## config.mk

```make
export PLATFORM = sky130hd
export DESIGN_NAME = hazard_unit
export DESIGN_NICKNAME = d
export VERILOG_FILES = /design/src/design/lc3b_isa_pkg.sv /design/src/design/hazard_unit.sv
export SDC_FILE = /design/constraint.sdc
export NUM_CORES = 1
export LEC_CHECK = 0
export ABC_AREA = 1
export BUFFER_PORTS_ARGS = -buffer_cell sky130_fd_sc_hd__clkbuf_2
export CORE_AREA = 3 3 40 42
export DETAILED_ROUTE_END_ITERATION = 6
export DIE_AREA = 0 0 43 45
export SYNTH_ARGS = -nofsm -noshare
export SYNTH_HDL_FRONTEND = slang
export SYNTH_SLANG_ARGS = --single-unit
```

## constraint.sdc

```tcl
create_clock -name vclk -period 0.8
set_input_delay 0.16 -clock vclk [all_inputs]
set_output_delay 0.16 -clock vclk [all_outputs]
set_load 0.02 [all_outputs]
```

## src/design/lc3b_isa_pkg.sv

```systemverilog
`default_nettype none

package lc3b_isa_pkg;

typedef logic [15:0] lc3b_word; // data and instruction word
typedef logic [2:0]  lc3b_reg;  // register index

typedef enum logic [3:0] {
    op_br   = 4'b0000, // conditional branch
    op_add  = 4'b0001,
    op_ldb  = 4'b0010, // byte load, not supported
    op_stb  = 4'b0011, // byte store, not supported
    op_jsr  = 4'b0100,
    op_and  = 4'b0101,
    op_ldr  = 4'b0110, // word load
    op_str  = 4'b0111, // word store
    op_rti  = 4'b1000,
    op_not  = 4'b1001,
    op_ldi  = 4'b1010,
    op_sti  = 4'b1011,
    op_jmp  = 4'b1100,
    op_shf  = 4'b1101, // sll / srl / sra
    op_lea  = 4'b1110,
    op_trap = 4'b1111
} lc3b_opcode;

// instruction field positions
localparam int OPC_LSB       = 12; // opcode [15:12]
localparam int DR_LSB        = 9;  // dest / nzp [11:9]
localparam int SR1_LSB       = 6;  // base or sr1 [8:6]
localparam int SR2_LSB       = 0;  // sr2 [2:0]
localparam int IMM_FLAG_BIT  = 5;  // add/and immediate form
localparam int SHF_DIR_BIT   = 4;  // 1 = right shift
localparam int SHF_ARITH_BIT = 5;  // 1 = sign fill

// memories are word addressed with addr[8:1], wrapping
localparam int IMEM_WORDS = 256;
localparam int DMEM_WORDS = 256;
localparam int MEM_AW     = 8; // word index width

endpackage

`default_nettype wire

```

## src/design/hazard_unit.sv

```systemverilog
`timescale 1ns/1ps
`default_nettype none

module hazard_unit (
    input  lc3b_isa_pkg::lc3b_reg id_src_a,
    input  lc3b_isa_pkg::lc3b_reg id_src_b,
    input  logic                  id_uses_a,
    input  logic                  id_uses_b,
    input  logic                  ex_valid,
    input  logic                  ex_load,
    input  logic                  mem_valid,
    input  logic                  mem_load,
    input  lc3b_isa_pkg::lc3b_reg ex_dest,
    input  lc3b_isa_pkg::lc3b_reg mem_dest,
    input  logic                  branch_taken,
    input  logic                  wb_valid,
    input  logic                  credit_zero,
    output logic                  stall,
    output logic                  flush,
    output logic                  freeze
);

logic ex_writes;  // execute will write a register
logic mem_writes; // memory will write a register
logic raw_a;
logic raw_b;

assign ex_writes  = ex_valid && ex_load;
assign mem_writes = mem_valid && mem_load;

// writeback is covered by the regfile write-through
assign raw_a = id_uses_a && ((ex_writes && ex_dest == id_src_a) ||
                             (mem_writes && mem_dest == id_src_a));
assign raw_b = id_uses_b && ((ex_writes && ex_dest == id_src_b) ||
                             (mem_writes && mem_dest == id_src_b));

assign freeze = wb_valid && credit_zero;                        // retire port full
assign flush  = !freeze && branch_taken;
assign stall  = !freeze && !branch_taken && (raw_a || raw_b);   // flush kills decode anyway

endmodule

`default_nettype wire

```

== After elaboration in Yosys (flattened, before gate mapping) ==
Cells that the tools add are included.

* Register bits after elaboration: 0
* Input bits: 21
* Word-level logic and storage cells: 21
* Output and inout port bits: 3

* Reductions and logical operators: 17
* Eq/ne operators: 4

{| class="wikitable"
|+ Operators with widths
! cell !! count
|-
| equality test 3 bit || 4
|-
| logical AND 1 bit || 12
|-
| logical OR 1 bit || 3
|-
| logical NOT 1 bit || 2
|}

== Longest topological paths before layout ==
* Depth in word-level cells: 6
* Depth in mapped cells: 8
* Gate-level depth less buffers: 8

== Worst setup path after synthesis ==
Ideal clock, no wire load.

* Path type: input port to output port
* Start point: in id_src_a[2]
* End point: out stall
* Required time: 0.640 ns
* Stages on the path: 7
* Path buffers: 0
* Setup slack: -0.135 ns
* Arrival: 0.775 ns
* Cell sequence: inv_1 > nand2_1 > a21oi_1 > nand2_1 > nand2_1 > nand2_1 > a21oi_2

* Cells in the longest elaborated chain, start to end: 6
* Elaborated cells on any way between the ends: 8
* Those cells by class: eq/ne: 2; reduce/logical: 6

{| class="wikitable"
|+ RTL lines
! what !! line !! text
|-
| start: declaration || hazard_unit.sv:5 || <nowiki>input lc3b_isa_pkg::lc3b_reg id_src_a,</nowiki>
|-
| equality test 3 bit, on equally long branches || hazard_unit.sv:32, hazard_unit.sv:33 ||
|-
| logical AND 1 bit, on equally long branches || hazard_unit.sv:32, hazard_unit.sv:33 ||
|-
| logical OR 1 bit * || hazard_unit.sv:32 || <nowiki>assign raw_a = id_uses_a && ((ex_writes && ex_dest == id_src_a) ||</nowiki>
|-
| logical AND 1 bit * || hazard_unit.sv:32 ||
|-
| logical OR 1 bit * || hazard_unit.sv:39 || <nowiki>assign stall = !freeze && !branch_taken && (raw_a || raw_b);</nowiki>
|-
| logical AND 1 bit * || hazard_unit.sv:39 ||
|-
| end: declaration || hazard_unit.sv:18 || <nowiki>output logic stall,</nowiki>
|}

Every way passes the cells marked *; elsewhere a longest branch is shown, timed or not.

== Worst setup path after layout ==
* Start point: in ex_dest[1]
* End point: out stall

* Cells in the longest elaborated chain, start to end: 6
* Elaborated cells on any way between the ends: 10
* Those cells by class: eq/ne: 2; reduce/logical: 8

{| class="wikitable"
|+ RTL lines
! what !! line !! text
|-
| start: declaration || hazard_unit.sv:13 || <nowiki>input lc3b_isa_pkg::lc3b_reg ex_dest,</nowiki>
|-
| equality test 3 bit, on equally long branches || hazard_unit.sv:32, hazard_unit.sv:34 ||
|-
| logical AND 1 bit, on equally long branches || hazard_unit.sv:32, hazard_unit.sv:34 ||
|-
| logical OR 1 bit, on equally long branches || hazard_unit.sv:32, hazard_unit.sv:34 ||
|-
| logical AND 1 bit, on equally long branches || hazard_unit.sv:32, hazard_unit.sv:34 ||
|-
| logical OR 1 bit * || hazard_unit.sv:39 ||
|-
| logical AND 1 bit * || hazard_unit.sv:39 ||
|}

Marked as above.

==> metrics.cfg <==
[synth]
synth_nets = 93
ys_seq_area_share_pct = 0
yosys_warnings = 0
syn_area_um2 = 278
syn_area_per_cell_um2 = 3.86
synth.area.top_cells = nand2_1 58%, inv_1 22%, nor2_1 14%, a21oi_2 3.2%, a21oi_1 1.8%
synth_cell_types = 6
synth.largest_area_cell = nand2_1
syn_inst = 72
synth_top_area_share_pct = 58.1

[sta]
finalCritPeriodShare_pct = 143
setup_ws_ns = -0.344
finalMaxSlewViolations = 0
max_freq_mhz = 874
worst_pin_slew_ns = 0.119
slew_headroom_pct = 92.0
hold_viol_final = 0
period_needed_ns = 1.14
grt_setup_unrepaired = yes
setup_viol = 1

[run]
drv_cap = 0

[global_route]
busiest_layer = met2
met2_usage_pct = 15.9
overflow = 0
grt_max_degree = 5
grt_pass1_wl_um = 1260
antenna_found_initial = 0
grt_pass1_vias = 352
gr-usage-all-layers_pct = 7.88
met3_usage_pct = 0
grtUsageMet1_pct = 10.0

[cells_and_area]
nNetsFinal = 119
drive_above_1_share_pct = 49.0
multiInputGateArea_um2 = 270
antenna_cells = 0
clkbuf_count = 0
fillers = 140
seq_area_um2 = 0
seq_cell_count = 0
area_growth_syn_to_layout_pct = 101
final_util_pct = 43.5

[outcome]
status = finished with violations
failed_checks = setup timing

[floorplanning]
die_x_um = 43
io_pins = 24
die_area_um2 = 1940
core.rowCount = 13
die_h_um = 45
start_util_pct = 21.6
coreArea_um2 = 1280

[placement]
gp_congestion = 0.763
portBuffers = 24
pre_cts_slack_ns = -0.431
detailed_place_hpwl_um = 720

[worst_setup_path]
endpoint_kind = primary output
cp-start-kind = input port
arrival_ns = 0.98
path_class = input port to primary output
path_max_fanout = 4
cp.required_ns = 0.64

[clock_tree]
cts_hold_buffers = 0

[power]
power.internal_mw = 0.128
pwr-share-comb_pct = 100.0
p_sw_mw = 0.130
power.leakage_nw = 0.361
power_frac_clock_pct = 0
p_per_area_nw_per_um2 = 460
p_total_mw = 0.257
seqPwrFrac_pct = 0
ir_drop_mv = 0.188
swShare_pct = 50.3

[routing]
finalWirelength_um = 837
drt-wirelength-per-cell_um = 7.54
vias = 443
first_iter_violations = 5
first_pass_iters = 4
antenna_left = 0
drc = 0
via_per_inst = 3.99

[min_path]
worstHoldStart = branch_taken
worstHoldPathType = input port to primary output
holdPathEnd = flush
min_path_cells = 4

## cell usage in the layout, fill, tap and decap left out, drive strengths merged
| master | netlist | layout |
|---|---|---|
| nor2 | 10 | 10 |
| clkbuf | 0 | 20 |
| nand2 | 43 | 43 |
| o21ai | 1 | 1 |
| a21oi | 2 | 2 |
| buf | 0 | 4 |
| inv | 16 | 16 |
## Yosys cell counts (all sizes together)
master and count:
a21oi 2, inv 16, nand2 43, nor2 10, o21ai 1
## critical path, stage by stage
cell	delay, ns
clkbuf_2	0.11
inv_1	0.04
nand2_1	0.04
nand2_1	0.05
nor2_1	0.11
nand2_1	0.06
nand2_1	0.07
nand2_2	0.06
a21oi_4	0.16
buf_8	0.12
## power by group through the flow
| stage | clock network (mW) | registers (mW) | logic (mW) |
|---|---|---|---|
| after floorplan | 0 | 0 | 0.104 |
| after global placement | 0 | 0 | 0.191 |
| after detailed placement | 0 | 0 | 0.193 |
| after CTS | 0 | 0 | 0.232 |
| after global routing | 0 | 0 | 0.285 |
| final | 0 | 0 | 0.257 |
## worst max-delay path by stage
stage               slack, ns  cells after the start     to        start
floorplan               -0.09                      8  stall  mem_dest[0]
global placement        -0.41                     10  stall  mem_dest[0]
detailed placement      -0.43                     10  stall  mem_dest[0]
CTS                     -0.36                     10  stall  id_src_b[0]
global route            -0.41                     10  stall  mem_dest[0]
finish                  -0.34                     10  stall   ex_dest[1]
## through the flow
| step | hold WS, ns | std cells | area (µm²) | setup TNS, ns |
|---|---|---|---|---|
| after global routing | 0.662 | 111 | 559 | -0.413 |
| after floorplan | 0.449 | 72 | 300 | -0.0944 |
| after global placement | 0.635 | 111 | 439 | -0.406 |
| after CTS | 0.639 | 111 | 519 | -0.361 |
| after detailed placement | 0.639 | 111 | 439 | -0.431 |
| final | 0.643 | 111 | 559 | -0.344 |
## repair_timing
action | 4_1_cts | 5_1_grt
setup endpoints to repair | 1 | 2
pin swaps | 13 | 11
buffers inserted | 0 | 0
gates resized for setup | 18 | 18
## area by class of cell
cell class | instances | area share (%)
repair buffers | 24 | 34.9
inverters | 16 | 13.4
well taps | 15 | 3.36
multi-input cells | 56 | 48.3
## routing by layer
metal	part of all wire, %	vias up
li1	-	254
met2	55	10
met3	5.9	0
met4	0	0
met1	39	179
met5	0	-
## kinds of logic after synthesis
family,count (synthesis),synth area share [%]
AO/OA/AOI/OAI,3,6.75
buffers and inverters,16,21.6
AND/OR/NAND/NOR,53,71.6
Power figures use the tool's default switching activity.
