### src/design/lc3b_isa_pkg.sv
`default_nettype none

package lc3b_isa_pkg;

typedef logic [15:0] lc3b_word; // data and instruction word
typedef logic [2:0]  lc3b_reg;  // register index

typedef enum logic [3:0] {
    op_br   = 4'b0000, // conditional branch
    op_add  = 4'b0001,
    op_ldb  = 4'b0010, // byte load, not supported
    op_stb  = 4'b0011, // byte store, not supported
    op_jsr  = 4'b0100,
    op_and  = 4'b0101,
    op_ldr  = 4'b0110, // word load
    op_str  = 4'b0111, // word store
    op_rti  = 4'b1000,
    op_not  = 4'b1001,
    op_ldi  = 4'b1010,
    op_sti  = 4'b1011,
    op_jmp  = 4'b1100,
    op_shf  = 4'b1101, // sll / srl / sra
    op_lea  = 4'b1110,
    op_trap = 4'b1111
} lc3b_opcode;

// instruction field positions
localparam int OPC_LSB       = 12; // opcode [15:12]
localparam int DR_LSB        = 9;  // dest / nzp [11:9]
localparam int SR1_LSB       = 6;  // base or sr1 [8:6]
localparam int SR2_LSB       = 0;  // sr2 [2:0]
localparam int IMM_FLAG_BIT  = 5;  // add/and immediate form
localparam int SHF_DIR_BIT   = 4;  // 1 = right shift
localparam int SHF_ARITH_BIT = 5;  // 1 = sign fill

// memories are word addressed with addr[8:1], wrapping
localparam int IMEM_WORDS = 256;
localparam int DMEM_WORDS = 256;
localparam int MEM_AW     = 8; // word index width

endpackage

`default_nettype wire

### src/design/regfile.sv
`timescale 1ns/1ps
`default_nettype none

module regfile (
    input  logic                   clk,
    input  logic                   rst,
    input  logic                   load,
    input  lc3b_isa_pkg::lc3b_reg  dest,
    input  lc3b_isa_pkg::lc3b_word in,
    input  lc3b_isa_pkg::lc3b_reg  src_a,
    input  lc3b_isa_pkg::lc3b_reg  src_b,
    output lc3b_isa_pkg::lc3b_word reg_a,
    output lc3b_isa_pkg::lc3b_word reg_b
);

import lc3b_isa_pkg::*;

lc3b_word regs [8]; // r0..r7

always_ff @(posedge clk) begin
    if (rst) begin
        for (int i = 0; i < 8; i++) begin
            regs[i] <= '0;
        end
    end else if (load) begin
        regs[dest] <= in; // from writeback
    end
end

// write-through so decode sees the retiring result
assign reg_a = (load && dest == src_a) ? in : regs[src_a];
assign reg_b = (load && dest == src_b) ? in : regs[src_b];

endmodule

`default_nettype wire

### config.mk
export PLATFORM = sky130hd
export DESIGN_NAME = regfile
export DESIGN_NICKNAME = d
export VERILOG_FILES = /design/src/design/lc3b_isa_pkg.sv /design/src/design/regfile.sv
export SDC_FILE = /design/constraint.sdc
export NUM_CORES = 1
export LEC_CHECK = 0
export ABC_AREA = 1
export BUFFER_PORTS_ARGS = -buffer_cell sky130_fd_sc_hd__buf_2
export CORE_MARGIN = 2
export CORE_UTILIZATION = 50
export CTS_CLUSTER_DIAMETER = 100
export CTS_CLUSTER_SIZE = 40
export DETAILED_ROUTE_END_ITERATION = 6
export PLACE_DENSITY = 0.64
export SYNTH_ARGS = -nofsm -noshare
export SYNTH_HDL_FRONTEND = slang
export SYNTH_SLANG_ARGS = --single-unit
export TNS_END_PERCENT = 20
### constraint.sdc
create_clock -name clk -period 3.05 [get_ports clk]
set_clock_uncertainty 0.15 [all_clocks]
set_input_delay 0.61 -clock clk [delete_from_list [all_inputs] [get_ports clk]]
set_output_delay 0.61 -clock clk [all_outputs]
set_load 0.01 [all_outputs]
* After elaboration in Yosys (flattened, before gate mapping)
Memory sizes are Yosys's and may differ from the RTL's. Index checks and enable logic that the tools add are counted.
Operators by class: equality and inequality tests 2, mux-type cells 10, reductions and logical operators 3
Operators by type and width (number):
- $mux 16 | 3
- $reduce_or 16->1 | 1
- $eq 3x3->1 | 2
- $mux 1 | 6
- $mux 3 | 1
- $logic_and 1x1->1 | 2
Storage, ports and cells: flip-flop bits (word level) 0, RAM bits 128, bits of input ports 28, memories 1
Memories:
- regs | depth 8, bits a word 16, rd ports 2, clocked after memory_dff 0, write ports 8, RTL line regfile.sv:18 | lc3b_word regs [8];

* Longest topological paths before layout
word-level depth 5, mapped depth 10, depth with buffers taken out 8

* Worst setup path after synthesis
Ideal clock, no wire load.
kind in2out, from in src_a[2], to out reg_a[10], arrival 1466 ps, setup slack 824 ps, stages 9, buffers on the path 2, cell sequence buf_4 inv_2 nand2_1 nand2_1 nor2_2 nand2_4 buf_2 nand3_1 nand2_1
Between the ends: cells in the longest elaborated chain, start to end 3, elaborated cells between the ends (all ways) 4
Ends and longest elaborated chain:
- from (decl) | RTL line regfile.sv:10 | input lc3b_isa_pkg::lc3b_reg src_a,
- branches (longest 2 deep; another with $mem_v2 8x16)
- $mux 16 (*) | RTL line regfile.sv:31 | assign reg_a = (load && dest == src_a) ? in : regs[src_a];
- to (decl) | RTL line regfile.sv:12 | output lc3b_isa_pkg::lc3b_word reg_a,
Mark *: on every way between the ends.

* Worst setup path after layout
from in src_a[0], to out reg_a[13]
The elaborated chain is that of the path after synthesis.

==> out/qor_table.md <==
| Stage | Item | Reported |
| --- | --- | --- |
| synthesis | Average footprint of a synthesized cell | 7.36 µm² |
| synthesis | Combinational family with the most area after synthesis | simple AND/OR/NAND/NOR gates |
| sta | Final total negative setup slack | 0 ps |
| layout | Biggest register | regs |
| layout | Sequential standard cell area | 3840 µm² |
| synthesis | Synth Area in Adders | 0 |
| sta | Max-slew headroom at the worst pin | 0.649 |
| clock tree | Number of hold buffers added after cts | 0 |
| sta | Pins over their slew limit | 0 |
| sta | Final-layout worst hold slack | 497 ps |
| global routing | First-pass GRT wire length | 37,800 µm |
| routing | Remaining antenna violation count after routing | 0 |
| synthesis | Warnings from Yosys | 0 |
| routing | Via count | 7,265 |
| routing | Detailed Route WL | 24,700 µm |
| clock tree | Post-cts repair resize count | 0 |
| routing | Drt wl/cell | 18.7 µm |
| floorplanning | I/O pin count | 60 |
| sta | Maximum operating frequency | 373 MHz |
| global routing | Total GRT Usage | 0.310 |
| sta | Clock period minus worst slack | 2680 ps |
| synthesis | Cell variety after synth | 18 |
| run status | Run status | complete, but fails checks |
| global routing | Antenna violations before repair | 0 |
| synthesis | Synth Area in Simple Gates | 0.393 |
| clock tree | Buffer levels on the longest clock path | 2 |
| placed design | Count of input and output buffers | 59 |
| clock tree | Number of levels the H-tree was split into | 4 |
| critical path | Critical path required time | 2290 ps |
| clock tree | Num CTS Buffers | 17 |
| power | Worst IR drop on VDD | 0.000363 V |
| global routing | Via count of the first global-routing pass | 6,760 |
| sta | Final period util | 0.879 |
| sta | Measured slew at the worst slew-check pin | 527 ps |
| floorplanning | Die Footprint | 16,600 µm² |
| routing | Violation count after the first detailed-routing iteration | 764 |
| run status | Violations in the final reports | design-rule violations |
| synthesis | Proportion of synthesized area in mux cells | 0 |
| synthesis | Yosys reg bits | 128 |
| clock tree | Clk pin slew, worst setup/hold paths | 60 ps |
| layout | Final #Nets | 1,145 |
| layout | Max reg flops | 128 |
| synthesis | Nets in the synthesized netlist | 1,085 |
| routing | DR DRC count | 2 |
| routing | First drt pass iteration count | 7 |
| synthesis | Share of the yosys chip area belonging to registers | 0.494 |
| sta | Final setup violating endpoints | 0 |
| layout | Largest regs | regs (128) |
| floorplanning | Floorplan Core Area | 15,200 µm² |
| synthesis | Gate count after technology mapping | 1,057 |
| layout | Fillcell total | 1,460 |
| layout | Area overhead of the layout relative to synthesis | 15.4% |
| critical path | Critical-path maximum fanout | 40 |
| placed design | Pre-CTS setup slack | 372 ps |
| routing | Vias per cell | 5.51 |
| floorplanning | Horizontal extent of the die | 129 µm |
| clock tree | CTS tree | done |
| layout | Utilization after layout | 0.590 |
| min path | Worst hold path type | in2reg |
| layout | Antenna cell count | 0 |
| sta | Final hold viol count | 0 |
| floorplanning | Initial core utilization | 0.512 |
| layout | Total area of multi-input combinational cells | 3060 µm² |
| global routing | Aggregate global routing overflow | 0 |
| clock tree | Count of clock tree sinks | 128 |
| critical path | Type of the worst setup path | in2out |
| floorplanning | # rows | 45 |
| critical path | Critical path arrival | 1920 ps |
| sta | Minimum setup slack in the final design | 370 ps |
| power | Leak pwr | 0.00437 µW |
| clock tree | Total setup buffers inserted after CTS | 0 |
| power | Pwr dens | 556 nW/µm² |
| placed design | Weighted congestion reported at the end of routability-driven placement | 0.932 |
| floorplanning | Die Y-Extent | 129 µm |
| layout | Fraction of final layout cells sized beyond drive strength 1 | 0.142 |
| critical path | Critical path capture point type | primary output |
| synthesis | Xor/xnor cell area share of the yosys netlist | 0 |
| global routing | Largest net degree at the start of global routing | 44 |
| synthesis | Complex-gate fraction of the synthesized area | 0 |
| critical path | Nature of the critical path startpoint | input pin |
| flow run | Reported max-cap violation count | 0 |
| clock tree | Clock Root Buffer | sky130_fd_sc_hd__clkbuf_16 |
| sta | Setup repair after global routing missed its margin | no |
| placed design | Dpl hpwl | 15,200 µm |
| synthesis | Syn Std Cell Area | 7780 µm² |
-- through the flow --
step	cell area, µm²	cells	total power (µW)
3_5_place_dp	8360	1286	2880
5_1_grt	8980	1318	5180
4_1_cts	8980	1318	4990
3_3_place_gp	8360	1286	2870
2_1_floorplan	7780	1057	2590
6_report	8980	1318	4990
-- logic make-up after synthesis --
logic type | count (synthesis)
flip-flops | 128
AND/OR/NAND/NOR | 721
buffers and inverters | 208
-- cell usage after synthesis --
cell type	n	area, µm²
sky130_fd_sc_hd__buf_1	2	7.51
sky130_fd_sc_hd__buf_12	1	20.0
sky130_fd_sc_hd__buf_2	33	165
sky130_fd_sc_hd__buf_4	4	30.0
sky130_fd_sc_hd__buf_6	2	22.5
sky130_fd_sc_hd__clkbuf_1	17	63.8
sky130_fd_sc_hd__edfxtp_1	128	3840
sky130_fd_sc_hd__inv_1	138	518
sky130_fd_sc_hd__inv_2	9	33.8
sky130_fd_sc_hd__inv_4	1	6.26
sky130_fd_sc_hd__inv_6	1	8.76
sky130_fd_sc_hd__nand2_1	347	1300
sky130_fd_sc_hd__nand2_2	11	68.8
sky130_fd_sc_hd__nand2_4	2	22.5
sky130_fd_sc_hd__nand3_1	222	1110
sky130_fd_sc_hd__nor2_1	133	499
sky130_fd_sc_hd__nor2_2	3	18.8
sky130_fd_sc_hd__nor2_4	3	33.8
-- layout by cell type, fill, tap and decap left out, drive strengths merged --
master and count:
clkinvlp 6, buf 100, nor2 139, clkinv 4, nand3 222, bufinv 4, clkbuf 18, edfxtp 128
nand2 360, inv 149
-- worst max-delay path, stage by stage --
cell	delay [ps]
sky130_fd_sc_hd__buf_2	120
sky130_fd_sc_hd__inv_2	90
sky130_fd_sc_hd__buf_4	420
sky130_fd_sc_hd__nand2_1	140
sky130_fd_sc_hd__nand3_1	100
sky130_fd_sc_hd__nand3_1	90
sky130_fd_sc_hd__nand3_1	130
sky130_fd_sc_hd__nand2_1	60
sky130_fd_sc_hd__buf_2	140
-- final timing paths --
kind | startpoint | endpoint | cells after the start
setup / recovery | src_a[0] | reg_a[13] | 9
hold / removal | in[3] | regs[3][3] | 3
-- routing by layer --
metal	global-route usage	up-vias	share of wire
met1	0.435	3329	0.42
met3	0.0441	55	0.092
met2	0.491	419	0.46
met5	0	-	0
li1	-	3462	-
met4	0.125	0	0.027
-- final cells by class --
class	count	share of cell area
well taps	188	0.0262
inverters	149	0.0631
clock inverters	14	0.0213
clock buffers	18	0.0478
flip-flops and latches	128	0.428
repair buffers	100	0.0728
multi-input cells	721	0.341
-- where the power goes --
| part | leakage [µW] | total [µW] | internal [µW] | switching [µW] |
|---|---|---|---|---|
| registers | 0.00123 | 2070 | 2050 | 28.8 |
| clock network | 0.000282 | 2140 | 1360 | 777 |
| logic | 0.00286 | 781 | 243 | 537 |
Power figures use the tool's default switching activity.
