--- src/design/lc3b_ctrl_pkg.sv ---
`default_nettype none

package lc3b_ctrl_pkg;

typedef enum logic [2:0] {
    alu_add, alu_and, alu_not, alu_pass, alu_sll, alu_srl, alu_sra
} lc3b_alu_op;

// second alu operand
typedef enum logic [2:0] {
    alu_sel_sr2  = 3'b000,
    alu_sel_imm4 = 3'b001, // shift amount
    alu_sel_imm5 = 3'b010,
    alu_sel_off6 = 3'b100  // offset6 << 1
} lc3b_alu_sel;

typedef enum logic [1:0] {
    cc_sel_none = 2'b00,
    cc_sel_alu  = 2'b01,
    cc_sel_mdr  = 2'b10
} lc3b_cc_sel;

typedef enum logic [2:0] {
    wb_sel_none = 3'b000,
    wb_sel_mdr  = 3'b010,
    wb_sel_alu  = 3'b101
} lc3b_wb_sel;

typedef struct packed {
    logic        branch;                   // br, resolved in mem
    logic        regfile_sr2_mux_sel;      // 1 = read dest field as sr2
    lc3b_alu_sel general_alu_mux_sel;
    lc3b_alu_op  general_alu_op;
    logic        cc_load;
    lc3b_cc_sel  cc_gen_mux_sel;
    logic        data_memory_write_enable; // word store
    lc3b_wb_sel  regfile_data_mux_sel;
    logic        regfile_load;
} lc3b_control_word;

localparam int RETIRE_CREDITS = 4; // consumer buffer depth
localparam int CREDIT_W       = $clog2(RETIRE_CREDITS + 1);

endpackage

`default_nettype wire

--- src/design/lc3b_isa_pkg.sv ---
`default_nettype none

package lc3b_isa_pkg;

typedef logic [15:0] lc3b_word; // data and instruction word
typedef logic [2:0]  lc3b_reg;  // register index

typedef enum logic [3:0] {
    op_br   = 4'b0000, // conditional branch
    op_add  = 4'b0001,
    op_ldb  = 4'b0010, // byte load, not supported
    op_stb  = 4'b0011, // byte store, not supported
    op_jsr  = 4'b0100,
    op_and  = 4'b0101,
    op_ldr  = 4'b0110, // word load
    op_str  = 4'b0111, // word store
    op_rti  = 4'b1000,
    op_not  = 4'b1001,
    op_ldi  = 4'b1010,
    op_sti  = 4'b1011,
    op_jmp  = 4'b1100,
    op_shf  = 4'b1101, // sll / srl / sra
    op_lea  = 4'b1110,
    op_trap = 4'b1111
} lc3b_opcode;

// instruction field positions
localparam int OPC_LSB       = 12; // opcode [15:12]
localparam int DR_LSB        = 9;  // dest / nzp [11:9]
localparam int SR1_LSB       = 6;  // base or sr1 [8:6]
localparam int SR2_LSB       = 0;  // sr2 [2:0]
localparam int IMM_FLAG_BIT  = 5;  // add/and immediate form
localparam int SHF_DIR_BIT   = 4;  // 1 = right shift
localparam int SHF_ARITH_BIT = 5;  // 1 = sign fill

// memories are word addressed with addr[8:1], wrapping
localparam int IMEM_WORDS = 256;
localparam int DMEM_WORDS = 256;
localparam int MEM_AW     = 8; // word index width

endpackage

`default_nettype wire

--- src/design/alu.sv ---
`timescale 1ns/1ps
`default_nettype none

module alu (
    input  lc3b_ctrl_pkg::lc3b_alu_sel sel,
    input  lc3b_ctrl_pkg::lc3b_alu_op  op,
    input  lc3b_isa_pkg::lc3b_word     ir,
    input  lc3b_isa_pkg::lc3b_word     a,
    input  lc3b_isa_pkg::lc3b_word     b,
    output lc3b_isa_pkg::lc3b_word     f
);

import lc3b_isa_pkg::*;
import lc3b_ctrl_pkg::*;

lc3b_word   opnd;  // selected second operand
logic [3:0] shamt; // shifts use low four bits

always_comb begin
    case (sel)
        alu_sel_imm4: opnd = {12'h000, ir[3:0]};
        alu_sel_imm5: opnd = {{11{ir[4]}}, ir[4:0]};
        alu_sel_off6: opnd = {{9{ir[5]}}, ir[5:0], 1'b0}; // word offset
        default:      opnd = b;                           // sr2 value
    endcase
end

assign shamt = opnd[3:0];

always_comb begin
    case (op)
        alu_add: f = a + opnd;
        alu_and: f = a & opnd;
        alu_not: f = ~a;
        alu_sll: f = a << shamt;
        alu_srl: f = a >> shamt;
        alu_sra: f = lc3b_word'($signed(a) >>> shamt); // sign fill
        default: f = a;                                // pass
    endcase
end

endmodule

`default_nettype wire

--- config.mk ---
export PLATFORM = sky130hd
export DESIGN_NAME = alu
export DESIGN_NICKNAME = d
export VERILOG_FILES = /design/src/design/lc3b_ctrl_pkg.sv /design/src/design/lc3b_isa_pkg.sv /design/src/design/alu.sv
export SDC_FILE = /design/constraint.sdc
export NUM_CORES = 1
export LEC_CHECK = 0
export ABC_AREA = 1
export BUFFER_PORTS_ARGS = -buffer_cell sky130_fd_sc_hd__buf_2
export CAP_MARGIN = 20
export CORE_MARGIN = 2
export CORE_UTILIZATION = 50
export DETAILED_ROUTE_END_ITERATION = 10
export GPL_TIMING_DRIVEN = 0
export PLACE_DENSITY = 0.74
export SLEW_MARGIN = 20
export SYNTH_ARGS = -nofsm -noshare
export SYNTH_HDL_FRONTEND = slang
export SYNTH_SLANG_ARGS = --single-unit
--- constraint.sdc ---
create_clock -name vclk -period 8.7
set_clock_uncertainty 0.2 [all_clocks]
set_input_delay 1.74 -clock vclk [all_inputs]
set_output_delay 1.74 -clock vclk [all_outputs]
set_load 0.005 [all_outputs]
; Yosys cells after proc, flatten, opt, wreduce, memory -nomap -nowiden
; Cells that the tools add are included.
[word_totals]
reg_bits = 0
output_inout_bits = 16
wordCells = 17
[classes]
n_addsub = 1
eq_ne = 8
shift = 3
n_mux = 2
bitwise_logic = 2
n_reduce_logical = 1
[op_table]
columns = operator, count
row1 = $pmux 16 s6, 1
row2 = $pmux 16 s3, 1
row3 = $add 16x16->16, 1
row4 = $and 16x16->16, 1
row5 = $not 16->16, 1
row6 = $shl 16x4->16, 1
row7 = $shr 16x4->16, 1
row8 = $sshr 16x4->16, 1
row9 = $eq 3x3->1 const B, 4
row10 = $eq 3x1->1 const B, 2
row11 = $eq 3x2->1 const B, 2
row12 = $logic_not 3->1, 1

; Longest topological paths before layout
[depth]
depth_word = 4
ltp_mapped = 24
ltp_nobuf = 23

; Least setup slack after synthesis
; OpenSTA, ideal clock, no wires.
[synth_path]
path_type = input to output
start = input port sel[0]
end = output port f[8]
arrival_ps = 4032
required_ps = 6760
path_slack_ps = 2728
path_stages = 22
path_buffers = 1
cell_sequence = inv_1 -> nand2_1 -> nand2_2 -> nand3_4 -> nand2_4 -> buf_12 -> ha_1 -> inv_1 -> fa_1 -> nor2_1 -> nand2_1 -> nand2_1 -> nand3_1 -> nand2_1 -> nand3_1 -> nand2_1 -> nor2_1 -> o21ai_0 -> inv_1 -> nand3_1 -> nand2_1 -> inv_1
[synth_via]
elab_chain_len = 4
[synth_lines]
columns = element, line
row1 = "start, declared", alu.sv:5  ; input lc3b_ctrl_pkg::lc3b_alu_sel sel,
row2 = $eq 3x3->1 (tied with other cells), alu.sv:20  ; case (sel)
row3 = $pmux 16 s3 *, alu.sv:20
row4 = $add 16x16->16 (tied with other cells), alu.sv:32  ; alu_add: f = a + opnd;
row5 = $pmux 16 s6 *, alu.sv:31  ; case (op)
row6 = "end, declared", alu.sv:10  ; output lc3b_isa_pkg::lc3b_word f
; Every way passes the cells marked *; elsewhere a longest branch is shown, timed or not.

; Worst setup path after layout
[layout_path]
start = input port sel[0]
end = output port f[9]
; The elaborated chain is that of the path after synthesis.

==> results.yml <==
routing:
  dr.first_iter.drc_count: 660
  ant_nets: 0
  routed_wl_mm: 13.5
  num_vias: 4884
  viasPerCell: 6.28
  firstDrtPassIters: 8
  wl_per_cell_um: 17.4
  drc: 0
clock_network:
  hold_buffers: 0
  postCtsSetupRepairBufs: 0
  ctsResizeCount: 0
sta:
  min_period_over_period_pct: 80.7
  setup_tns_ps: 0
  drv_slew: 0
  setup_viol: 0
  finalHoldViolations: 0
  grt_setup_unrepaired: "no"
  period_minus_slack_ps: 7020
  worstMarginPinSlew_ps: 663
  max_slew_margin_pct: 55.3
  max_freq_ghz: 0.142
global_route:
  grt_max_degree: 12
  grt_pass1_vias: 4351
  grtUsageMet1_pct: 47.6
  use_met2_pct: 61.6
  grt_pass1_wl_mm: 21.3
  antenna_found_initial: 0
  track_usage_pct: 36.3
  grt_use_met3_pct: 4.33
  overflow: 0
  busiest_layer: "met2"
die:
  num_rows: 29
  die_w_um: 84.6
  coreArea_sq_um: 6310
  die_height_um: 84.6
  pin_count: 70
  dieArea_sq_um: 7150
  start_util_pct: 51.4
logic_synthesis:
  synth_cells: 641
  synth_area_sq_um: 3240
  synth_area_leader_cell: "nand3_1"
  synth.distinct_cells: 36
  ys_seq_area_share_pct: 0
  synth.net_count: 714
  synth.area.top_cells: "nand3_1 23%, nand2_1 20%, inv_1 8.7%, ha_1 6.9%, nor2_1 6.1%"
  ys_warn_count: 0
  yosysTopAreaCellShare_pct: 22.5
  ys_top_cells_by_count: "173 x nand2_1, 146 x nand3_1, 75 x inv_1, 53 x nor2_1, 34 x o21ai_0"
  syn_avg_cell_area_sq_um: 5.06
  synth.most_common_cell: "nand2_1"
final_layout:
  design.final.nets: 776
  post-route-util_pct: 57.7
  stdcell_count: 778
  drive_gt1_share_pct: 16.1
  syn2layout_area_growth_pct: 12.2
  num-clock-buffers: 0
  ff_latch_area_sq_um: 0
  diodes: 0
  seq_cell_count: 0
critical_path:
  end_kind: "primary output"
  cp_max_fo: 10
  cp_num_buf_inv: 6
  critical_path_class: "in -> out"
  crit_path_max_incr_delay_ps: 540
  slowest_stage: "o21ai_0"
  crit_family: "simple AND/OR/NAND/NOR gates"
  path_cells: "buf_2 > inv_1 > nand3_4 > inv_2 > nor2_4 > nand2_1 > nand2_1 > buf_4 > buf_4 > ha_1 > nand3_1 > a21oi_1 > nor2_1 > o21ai_0 > nand3_1 > nand2_1 > nand2_1 > nand3_1 > nand2_1 > nor2_1 > nor2_1 > buf_2"
  cpMostUsedCell: "nand2_1"
  crit_required_ps: 6760
  worstPathArrival_ps: 5080
  start_kind: "primary input"
power:
  powerDensity_nw_per_um2: 90.4
  power_leakage_nw: 2.04
  ir_worst_vdd_mv: 0.0573
placed_design:
  place_congestion: 1.02
  io_buffers: 60
  dpl.cell_count: 778
  post-dp-hpwl_mm: 11.1
run_status:
  status: "finished, final reports clean"
job:
  cap_violations: 0
hold_path:
  hold_class: "in -> out"
-- worst min-delay path: stages --
cell and delay [ps]:
buf_2 100, nor2_1 40, nor2_1 80, buf_2 110
-- layer usage --
metal  wire length, um  share of wire (%)  vias to the layer above
li1                  -                  -                     2298
met1              5450                 40                     2153
met2              5960                 44                      365
met3              1480                 11                       68
met4               628                4.6                        0
met5                 0                  0                        -
-- cell usage in the layout (no fill, tap or decap), types with 10 or more instances in the layout --
master   Yosys  layout
nand2_2     11      11
buf_2        8      68
o21ai_0     34      34
a21oi_1     33      33
inv_1       75      75
nand2_1    173     173
nand4_1     10      10
nor2_1      53      53
nand3_1    146     146
ha_1        18      18
-- report_power, final --
part | total [W] | switching (W) | internal [W]
Clock | 0 | 0 | 0
Sequential | 0 | 0 | 0
Combinational | 0.000329 | 0.000220 | 0.000109
-- cell type report --
type                            instances  area, sq um
Fill cell                             698         2670
Inverter                               79          297
Tap cell                               77         96.3
Multi-Input combinational cell        542         2820
Buffer                                 20          131
Timing Repair Buffer                   60          300
-- logic make-up (layout without fill, tap and decap cells) --
group           Yosys count  in the layout  synth area share [%]
fa+ha+maj                19             19                  7.56
simple gates            420            420                  60.7
compound gates          103            103                  18.5
buf+inv                  99            159                  13.2
-- metrics by stage --
| stage | area, sq um | setup slack [ps] | power, W | hold slack, ps |
|---|---|---|---|---|
| finish | 3640 | 1680 | 0.000329 | 3620 |
| global placement | 3640 | 1880 | 0.000313 | 3610 |
| floorplan | 3240 | 2730 | 0.000222 | 3400 |
| global route | 3640 | 1490 | 0.000358 | 3640 |
| detailed placement | 3640 | 1810 | 0.000316 | 3610 |
| CTS | 3640 | 1780 | 0.000317 | 3620 |
-- worst paths after layout --
check,cells past startpoint,to,startpoint
worst max-delay path,22,f[9],sel[0]
worst min-delay path,4,f[9],a[9]
No activity file was read; power rests on OpenSTA's default activity.
