`config.mk`:
```
export PLATFORM = sky130hd
export DESIGN_NAME = control_rom
export DESIGN_NICKNAME = d
export VERILOG_FILES = /design/src/design/lc3b_ctrl_pkg.sv /design/src/design/lc3b_isa_pkg.sv /design/src/design/control_rom.sv
export SDC_FILE = /design/constraint.sdc
export NUM_CORES = 1
export LEC_CHECK = 0
export BUFFER_PORTS_ARGS = -buffer_cell sky130_fd_sc_hd__clkbuf_2
export CORE_AREA = 2 2 39 41
export DETAILED_ROUTE_END_ITERATION = 8
export DIE_AREA = 0 0 41 43
export PLACE_DENSITY_LB_ADDON = 0.15
export REMOVE_ABC_BUFFERS = 1
export SLEW_MARGIN = 20
export SYNTH_ARGS = -nofsm -noshare
export SYNTH_HDL_FRONTEND = slang
export SYNTH_SLANG_ARGS = --single-unit
```
`constraint.sdc`:
```
create_clock -name vclk -period 2.55
set_input_delay 0.51 -clock vclk [all_inputs]
set_output_delay 0.51 -clock vclk [all_outputs]
set_load 0.005 [all_outputs]
```
`src/design/lc3b_ctrl_pkg.sv`:
```
`default_nettype none

package lc3b_ctrl_pkg;

typedef enum logic [2:0] {
    alu_add, alu_and, alu_not, alu_pass, alu_sll, alu_srl, alu_sra
} lc3b_alu_op;

// second alu operand
typedef enum logic [2:0] {
    alu_sel_sr2  = 3'b000,
    alu_sel_imm4 = 3'b001, // shift amount
    alu_sel_imm5 = 3'b010,
    alu_sel_off6 = 3'b100  // offset6 << 1
} lc3b_alu_sel;

typedef enum logic [1:0] {
    cc_sel_none = 2'b00,
    cc_sel_alu  = 2'b01,
    cc_sel_mdr  = 2'b10
} lc3b_cc_sel;

typedef enum logic [2:0] {
    wb_sel_none = 3'b000,
    wb_sel_mdr  = 3'b010,
    wb_sel_alu  = 3'b101
} lc3b_wb_sel;

typedef struct packed {
    logic        branch;                   // br, resolved in mem
    logic        regfile_sr2_mux_sel;      // 1 = read dest field as sr2
    lc3b_alu_sel general_alu_mux_sel;
    lc3b_alu_op  general_alu_op;
    logic        cc_load;
    lc3b_cc_sel  cc_gen_mux_sel;
    logic        data_memory_write_enable; // word store
    lc3b_wb_sel  regfile_data_mux_sel;
    logic        regfile_load;
} lc3b_control_word;

localparam int RETIRE_CREDITS = 4; // consumer buffer depth
localparam int CREDIT_W       = $clog2(RETIRE_CREDITS + 1);

endpackage

`default_nettype wire

```
`src/design/lc3b_isa_pkg.sv`:
```
`default_nettype none

package lc3b_isa_pkg;

typedef logic [15:0] lc3b_word; // data and instruction word
typedef logic [2:0]  lc3b_reg;  // register index

typedef enum logic [3:0] {
    op_br   = 4'b0000, // conditional branch
    op_add  = 4'b0001,
    op_ldb  = 4'b0010, // byte load, not supported
    op_stb  = 4'b0011, // byte store, not supported
    op_jsr  = 4'b0100,
    op_and  = 4'b0101,
    op_ldr  = 4'b0110, // word load
    op_str  = 4'b0111, // word store
    op_rti  = 4'b1000,
    op_not  = 4'b1001,
    op_ldi  = 4'b1010,
    op_sti  = 4'b1011,
    op_jmp  = 4'b1100,
    op_shf  = 4'b1101, // sll / srl / sra
    op_lea  = 4'b1110,
    op_trap = 4'b1111
} lc3b_opcode;

// instruction field positions
localparam int OPC_LSB       = 12; // opcode [15:12]
localparam int DR_LSB        = 9;  // dest / nzp [11:9]
localparam int SR1_LSB       = 6;  // base or sr1 [8:6]
localparam int SR2_LSB       = 0;  // sr2 [2:0]
localparam int IMM_FLAG_BIT  = 5;  // add/and immediate form
localparam int SHF_DIR_BIT   = 4;  // 1 = right shift
localparam int SHF_ARITH_BIT = 5;  // 1 = sign fill

// memories are word addressed with addr[8:1], wrapping
localparam int IMEM_WORDS = 256;
localparam int DMEM_WORDS = 256;
localparam int MEM_AW     = 8; // word index width

endpackage

`default_nettype wire

```
`src/design/control_rom.sv`:
```
`timescale 1ns/1ps
`default_nettype none

module control_rom (
    input  lc3b_isa_pkg::lc3b_word          ir_in,
    output lc3b_ctrl_pkg::lc3b_control_word control_out
);

import lc3b_isa_pkg::*;
import lc3b_ctrl_pkg::*;

lc3b_opcode opcode;
logic       imm_form;  // add/and bit 5
logic       shf_right; // shf bit 4
logic       shf_arith; // shf bit 5

assign opcode    = lc3b_opcode'(ir_in[OPC_LSB +: 4]);
assign imm_form  = ir_in[IMM_FLAG_BIT];
assign shf_right = ir_in[SHF_DIR_BIT];
assign shf_arith = ir_in[SHF_ARITH_BIT];

always_comb begin
    // quiet defaults, every case overrides what it needs
    control_out.branch                   = 1'b0;
    control_out.regfile_sr2_mux_sel      = 1'b0;       // sr2 field
    control_out.general_alu_mux_sel      = alu_sel_sr2;
    control_out.general_alu_op           = alu_pass;
    control_out.cc_load                  = 1'b0;
    control_out.cc_gen_mux_sel           = cc_sel_none;
    control_out.data_memory_write_enable = 1'b0;
    control_out.regfile_data_mux_sel     = wb_sel_none;
    control_out.regfile_load             = 1'b0;

    case (opcode)
        op_add, op_and: begin
            if (imm_form) begin
                control_out.general_alu_mux_sel = alu_sel_imm5; // sext imm5
            end else begin
                control_out.general_alu_mux_sel = alu_sel_sr2;  // register form
            end
            if (opcode == op_add) begin
                control_out.general_alu_op = alu_add;
            end else begin
                control_out.general_alu_op = alu_and;
            end
            control_out.cc_load              = 1'b1;       // nzp from result
            control_out.cc_gen_mux_sel       = cc_sel_alu;
            control_out.regfile_data_mux_sel = wb_sel_alu;
            control_out.regfile_load         = 1'b1;
        end

        op_not: begin
            control_out.general_alu_op       = alu_not;    // sr1 only
            control_out.cc_load              = 1'b1;
            control_out.cc_gen_mux_sel       = cc_sel_alu;
            control_out.regfile_data_mux_sel = wb_sel_alu;
            control_out.regfile_load         = 1'b1;
        end

        op_shf: begin
            control_out.general_alu_mux_sel = alu_sel_imm4; // amount in [3:0]
            if (!shf_right) begin
                control_out.general_alu_op = alu_sll;
            end else if (shf_arith) begin
                control_out.general_alu_op = alu_sra;       // sign fill
            end else begin
                control_out.general_alu_op = alu_srl;       // zero fill
            end
            control_out.cc_load              = 1'b1;
            control_out.cc_gen_mux_sel       = cc_sel_alu;
            control_out.regfile_data_mux_sel = wb_sel_alu;
            control_out.regfile_load         = 1'b1;
        end

        op_ldr: begin
            control_out.general_alu_mux_sel  = alu_sel_off6; // base + off6*2
            control_out.general_alu_op       = alu_add;
            control_out.cc_load              = 1'b1;         // nzp from loaded word
            control_out.cc_gen_mux_sel       = cc_sel_mdr;
            control_out.regfile_data_mux_sel = wb_sel_mdr;
            control_out.regfile_load         = 1'b1;
        end

        op_str: begin
            control_out.regfile_sr2_mux_sel      = 1'b1;         // store data via port b
            control_out.general_alu_mux_sel      = alu_sel_off6;
            control_out.general_alu_op           = alu_add;      // address
            control_out.data_memory_write_enable = 1'b1;
        end

        op_br: begin
            control_out.branch = 1'b1; // target computed in mem
        end

        default: begin
            control_out = '0; // unsupported, retires as nop
        end
    endcase
end

endmodule

`default_nettype wire

```
# Yosys cells after proc, flatten, opt, wreduce, memory -nomap -nowiden
# Cells that the tools add are included.
# word_totals
ff_bits	0
in_bits	16
output_inout_bits	16
# op_classes
n_mux	10
n_reduce_logical	4
n_eq_ne	6
# ops
op	n
equality test 4 x 3 -> 1 bit, second input constant	3
case mux 3 bit (4 select lines)	1
case mux 3 bit (3 select lines)	1
equality test 4 bit, second input constant	2
case mux 4 bit (2 select lines)	1
case mux 3 bit (2 select lines)	1
equality test 4 x 1 -> 1 bit, second input constant	1
zero test 4 bit	1
two-way mux 2 bit	2
OR reduction 2 bit	2
OR reduction 4 bit	1
two-way mux 1 bit	3
two-way mux 3 bit	1

# Depth between registers and ports, before layout
# logic_depth
ltp_word	3
ltp_mapped	4

# Least setup slack after synthesis
# OpenSTA, ideal clock, no wires.
# synth_timing
path_kind	input-to-output
startpoint	input port ir_in[12]
endpoint	output port control_out[7] in the netlist's numbering
t_arrival_ns	1.131
required_time_ns	2.040
setup_slack_ns	0.909
stages	4
cell_sequence	buf_4 -> nor2b_4 -> o21bai_1 -> buf_4
# synth_rtl
item	line	text
start, declared	control_rom.sv:5	input lc3b_isa_pkg::lc3b_word ir_in,
end, declared	control_rom.sv:6	output lc3b_ctrl_pkg::lc3b_control_word control_out

==> metrics.csv <==
stage;metric;value;unit
timing;finalSetupViolCount;0;
cells_and_area;seqCellArea;0;um2
place;portBuffers;22;
die;core_area;0.00138;mm2
cells_and_area;final_area;274;um2
route;dr.pass1.iters;1;
timing;fin_crit;1.75;ns
clock_network;post_cts.repair.setup_buffers;0;
timing;slew_headroom;0.855;
die;ios;32;
clock_network;ctsResizeCount;0;
die;initial_core_util;0.137;
logic_synthesis;ys_warn_count;0;
flow_run;maxCapViolations;0;
worst_setup_path;critPathSlowestCell;nor2b_4;
logic_synthesis;avgSynthCellArea;7.56;um2
worst_setup_path;cpMostUsedCell;clkbuf_2;
min_path;hold-path-endpoint;control_out[12];
timing;rsz0062_at_grt;false;
logic_synthesis;yosysMostFrequentCell;buf_4;
grt;grt_max_degree;10;
power;peakVddDrop;44.5;uV
worst_setup_path;crit_required;2.04;ns
worst_setup_path;worst-path-max-fanout;9;
cells_and_area;design.seq.count;0;
route;drt_iter0_drc;0;
grt;grt_pass1_vias;160;
route;wl;461;um
worst_setup_path;endpoint_kind;output port;
die;rows;14;
route;ant_nets;0;
worst_setup_path;timing.critical_path.from_type;input pin;
cells_and_area;fin_cells;57;
worst_setup_path;critical_path.max_stage_delay;0.23;ns
cells_and_area;fin_util;0.198;
route;via_count;224;
logic_synthesis;synth_top_area_share;0.238;
power;p_leak;0.000163;uW
grt;antenna_found_initial;0;
timing;fmax;571;MHz
place;dp.cells;57;
route;drc;0;
worst_setup_path;critPathBufInv;2;
cells_and_area;area_delta_synth_final;45.0;%
logic_synthesis;syn_area;189;um2
timing;period_share;0.687;
timing;slew_viol_final;0;
place;gp_congestion;0.578;
logic_synthesis;synth.distinct_cells;15;
worst_setup_path;cp_data_arrival_time;1.24;ns
grt;grt_pass1_wl;696;um
cells_and_area;drive_gt1_frac;0.659;
timing;finalHoldViolations;0;
timing;fin_tns_setup;0;ns
grt;overflow;0;
power;p_per_area;131;mW/mm2
worst_setup_path;crit_chain;clkbuf_2 -> nor2b_4 -> and3_2 -> clkbuf_2;
logic_synthesis;seq_area_frac_synth;0;
cells_and_area;nets;59;
min_path;worstHoldPathType;input pin to output port;
min_path;hp-start;ir_in[5];
logic_synthesis;netlist_top_cells_area;buf_4, nor4_4, and3_2;
min_path;holdPathStages;4;
clock_network;hold_buffers;0;
power;finalPower;35.8;uW
grt;grt_usage;0.0529;
place;dp_hpwl;416;um
die;die_x;41;um
die;dieArea;0.00176;mm2
cells_and_area;nClkBuffers;0;
cells_and_area;n_antenna_cell;0;
place;place_area;274;um2
route;vias_per_cell;3.93;
logic_synthesis;syn_inst;25;
worst_setup_path;crit_type;input pin to output port;
logic_synthesis;netlist_top_cells_count;buf_4, nor2_1, and3_2, inv_1, o21bai_1;
die;die_h;43;um
outcome;outcome;complete, no violations;
route;wire_per_inst;8.09;um
timing;worst_slew_pin_slew;0.218;ns
worst_setup_path;crit_family;simple AND/OR/NAND/NOR gates;
logic_synthesis;synth_top_cell_by_area;buf_4;
cells_and_area;nFillCells;154;
report_power, final:
part | internal [uW] | switching (uW) | total (uW) | leakage, uW
Sequential | 0 | 0 | 0 | 0
Combinational | 17.1 | 18.7 | 35.8 | 0.000163
Clock | 0 | 0 | 0 | 0
Total | 17.1 | 18.7 | 35.8 | 0.000163
cell usage in the layout, fill, tap and decap left out:
cell	n
nand3b_2	1
nand3b_1	1
nand4b_1	1
nor2b_4	1
o22ai_1	1
and3_2	2
nor2_1	3
inv_1	2
or2_1	1
xor2_1	1
nand2_1	1
a21boi_0	1
o21bai_1	2
clkbuf_2	22
nor4_4	1
routing by layer:
metal  wire, um  global-route usage
met5          0                   0
met4          0                   0
met3         90                   0
met2        159              0.0844
met1        211              0.0823
worst max-delay path by stage:
| stage | from | endpoint | slack, ns | cells after the start |
|---|---|---|---|---|
| after floorplan | ir_in[15] | control_out[0] | 1.10 | 2 |
| after global placement | ir_in[12] | control_out[10] | 0.77 | 4 |
| after detailed placement | ir_in[12] | control_out[11] | 0.79 | 4 |
| after CTS | ir_in[12] | control_out[11] | 0.79 | 4 |
| after global routing | ir_in[15] | control_out[7] | 0.71 | 4 |
| final | ir_in[12] | control_out[11] | 0.80 | 4 |
logic make-up (layout without fill, tap and decap cells):
kind of cell / count (synthesis) / count (layout) / synth area share
xor gates and xnor gates: 1 / 1 / 0.0464
and+or+nand+nor: 12 / 12 / 0.523
buffers and inverters: 8 / 24 / 0.278
AOI/OAI and AO/OA: 4 / 4 / 0.152
cell type report:
class	instances	area (um2)	share of cell area
well taps	16	20.0	0.0731
inverters	2	7.51	0.0274
repair buffers	22	110	0.402
multi-input cells	17	136	0.498
metrics by stage:
stage | hold WS [ns] | worst slack [ns]
2_1_floorplan | 1.04 | 1.10
3_3_place_gp | 1.31 | 0.771
3_5_place_dp | 1.31 | 0.788
4_1_cts | 1.31 | 0.789
5_1_grt | 1.33 | 0.706
6_report | 1.30 | 0.799
Power figures use the tool's default switching activity.
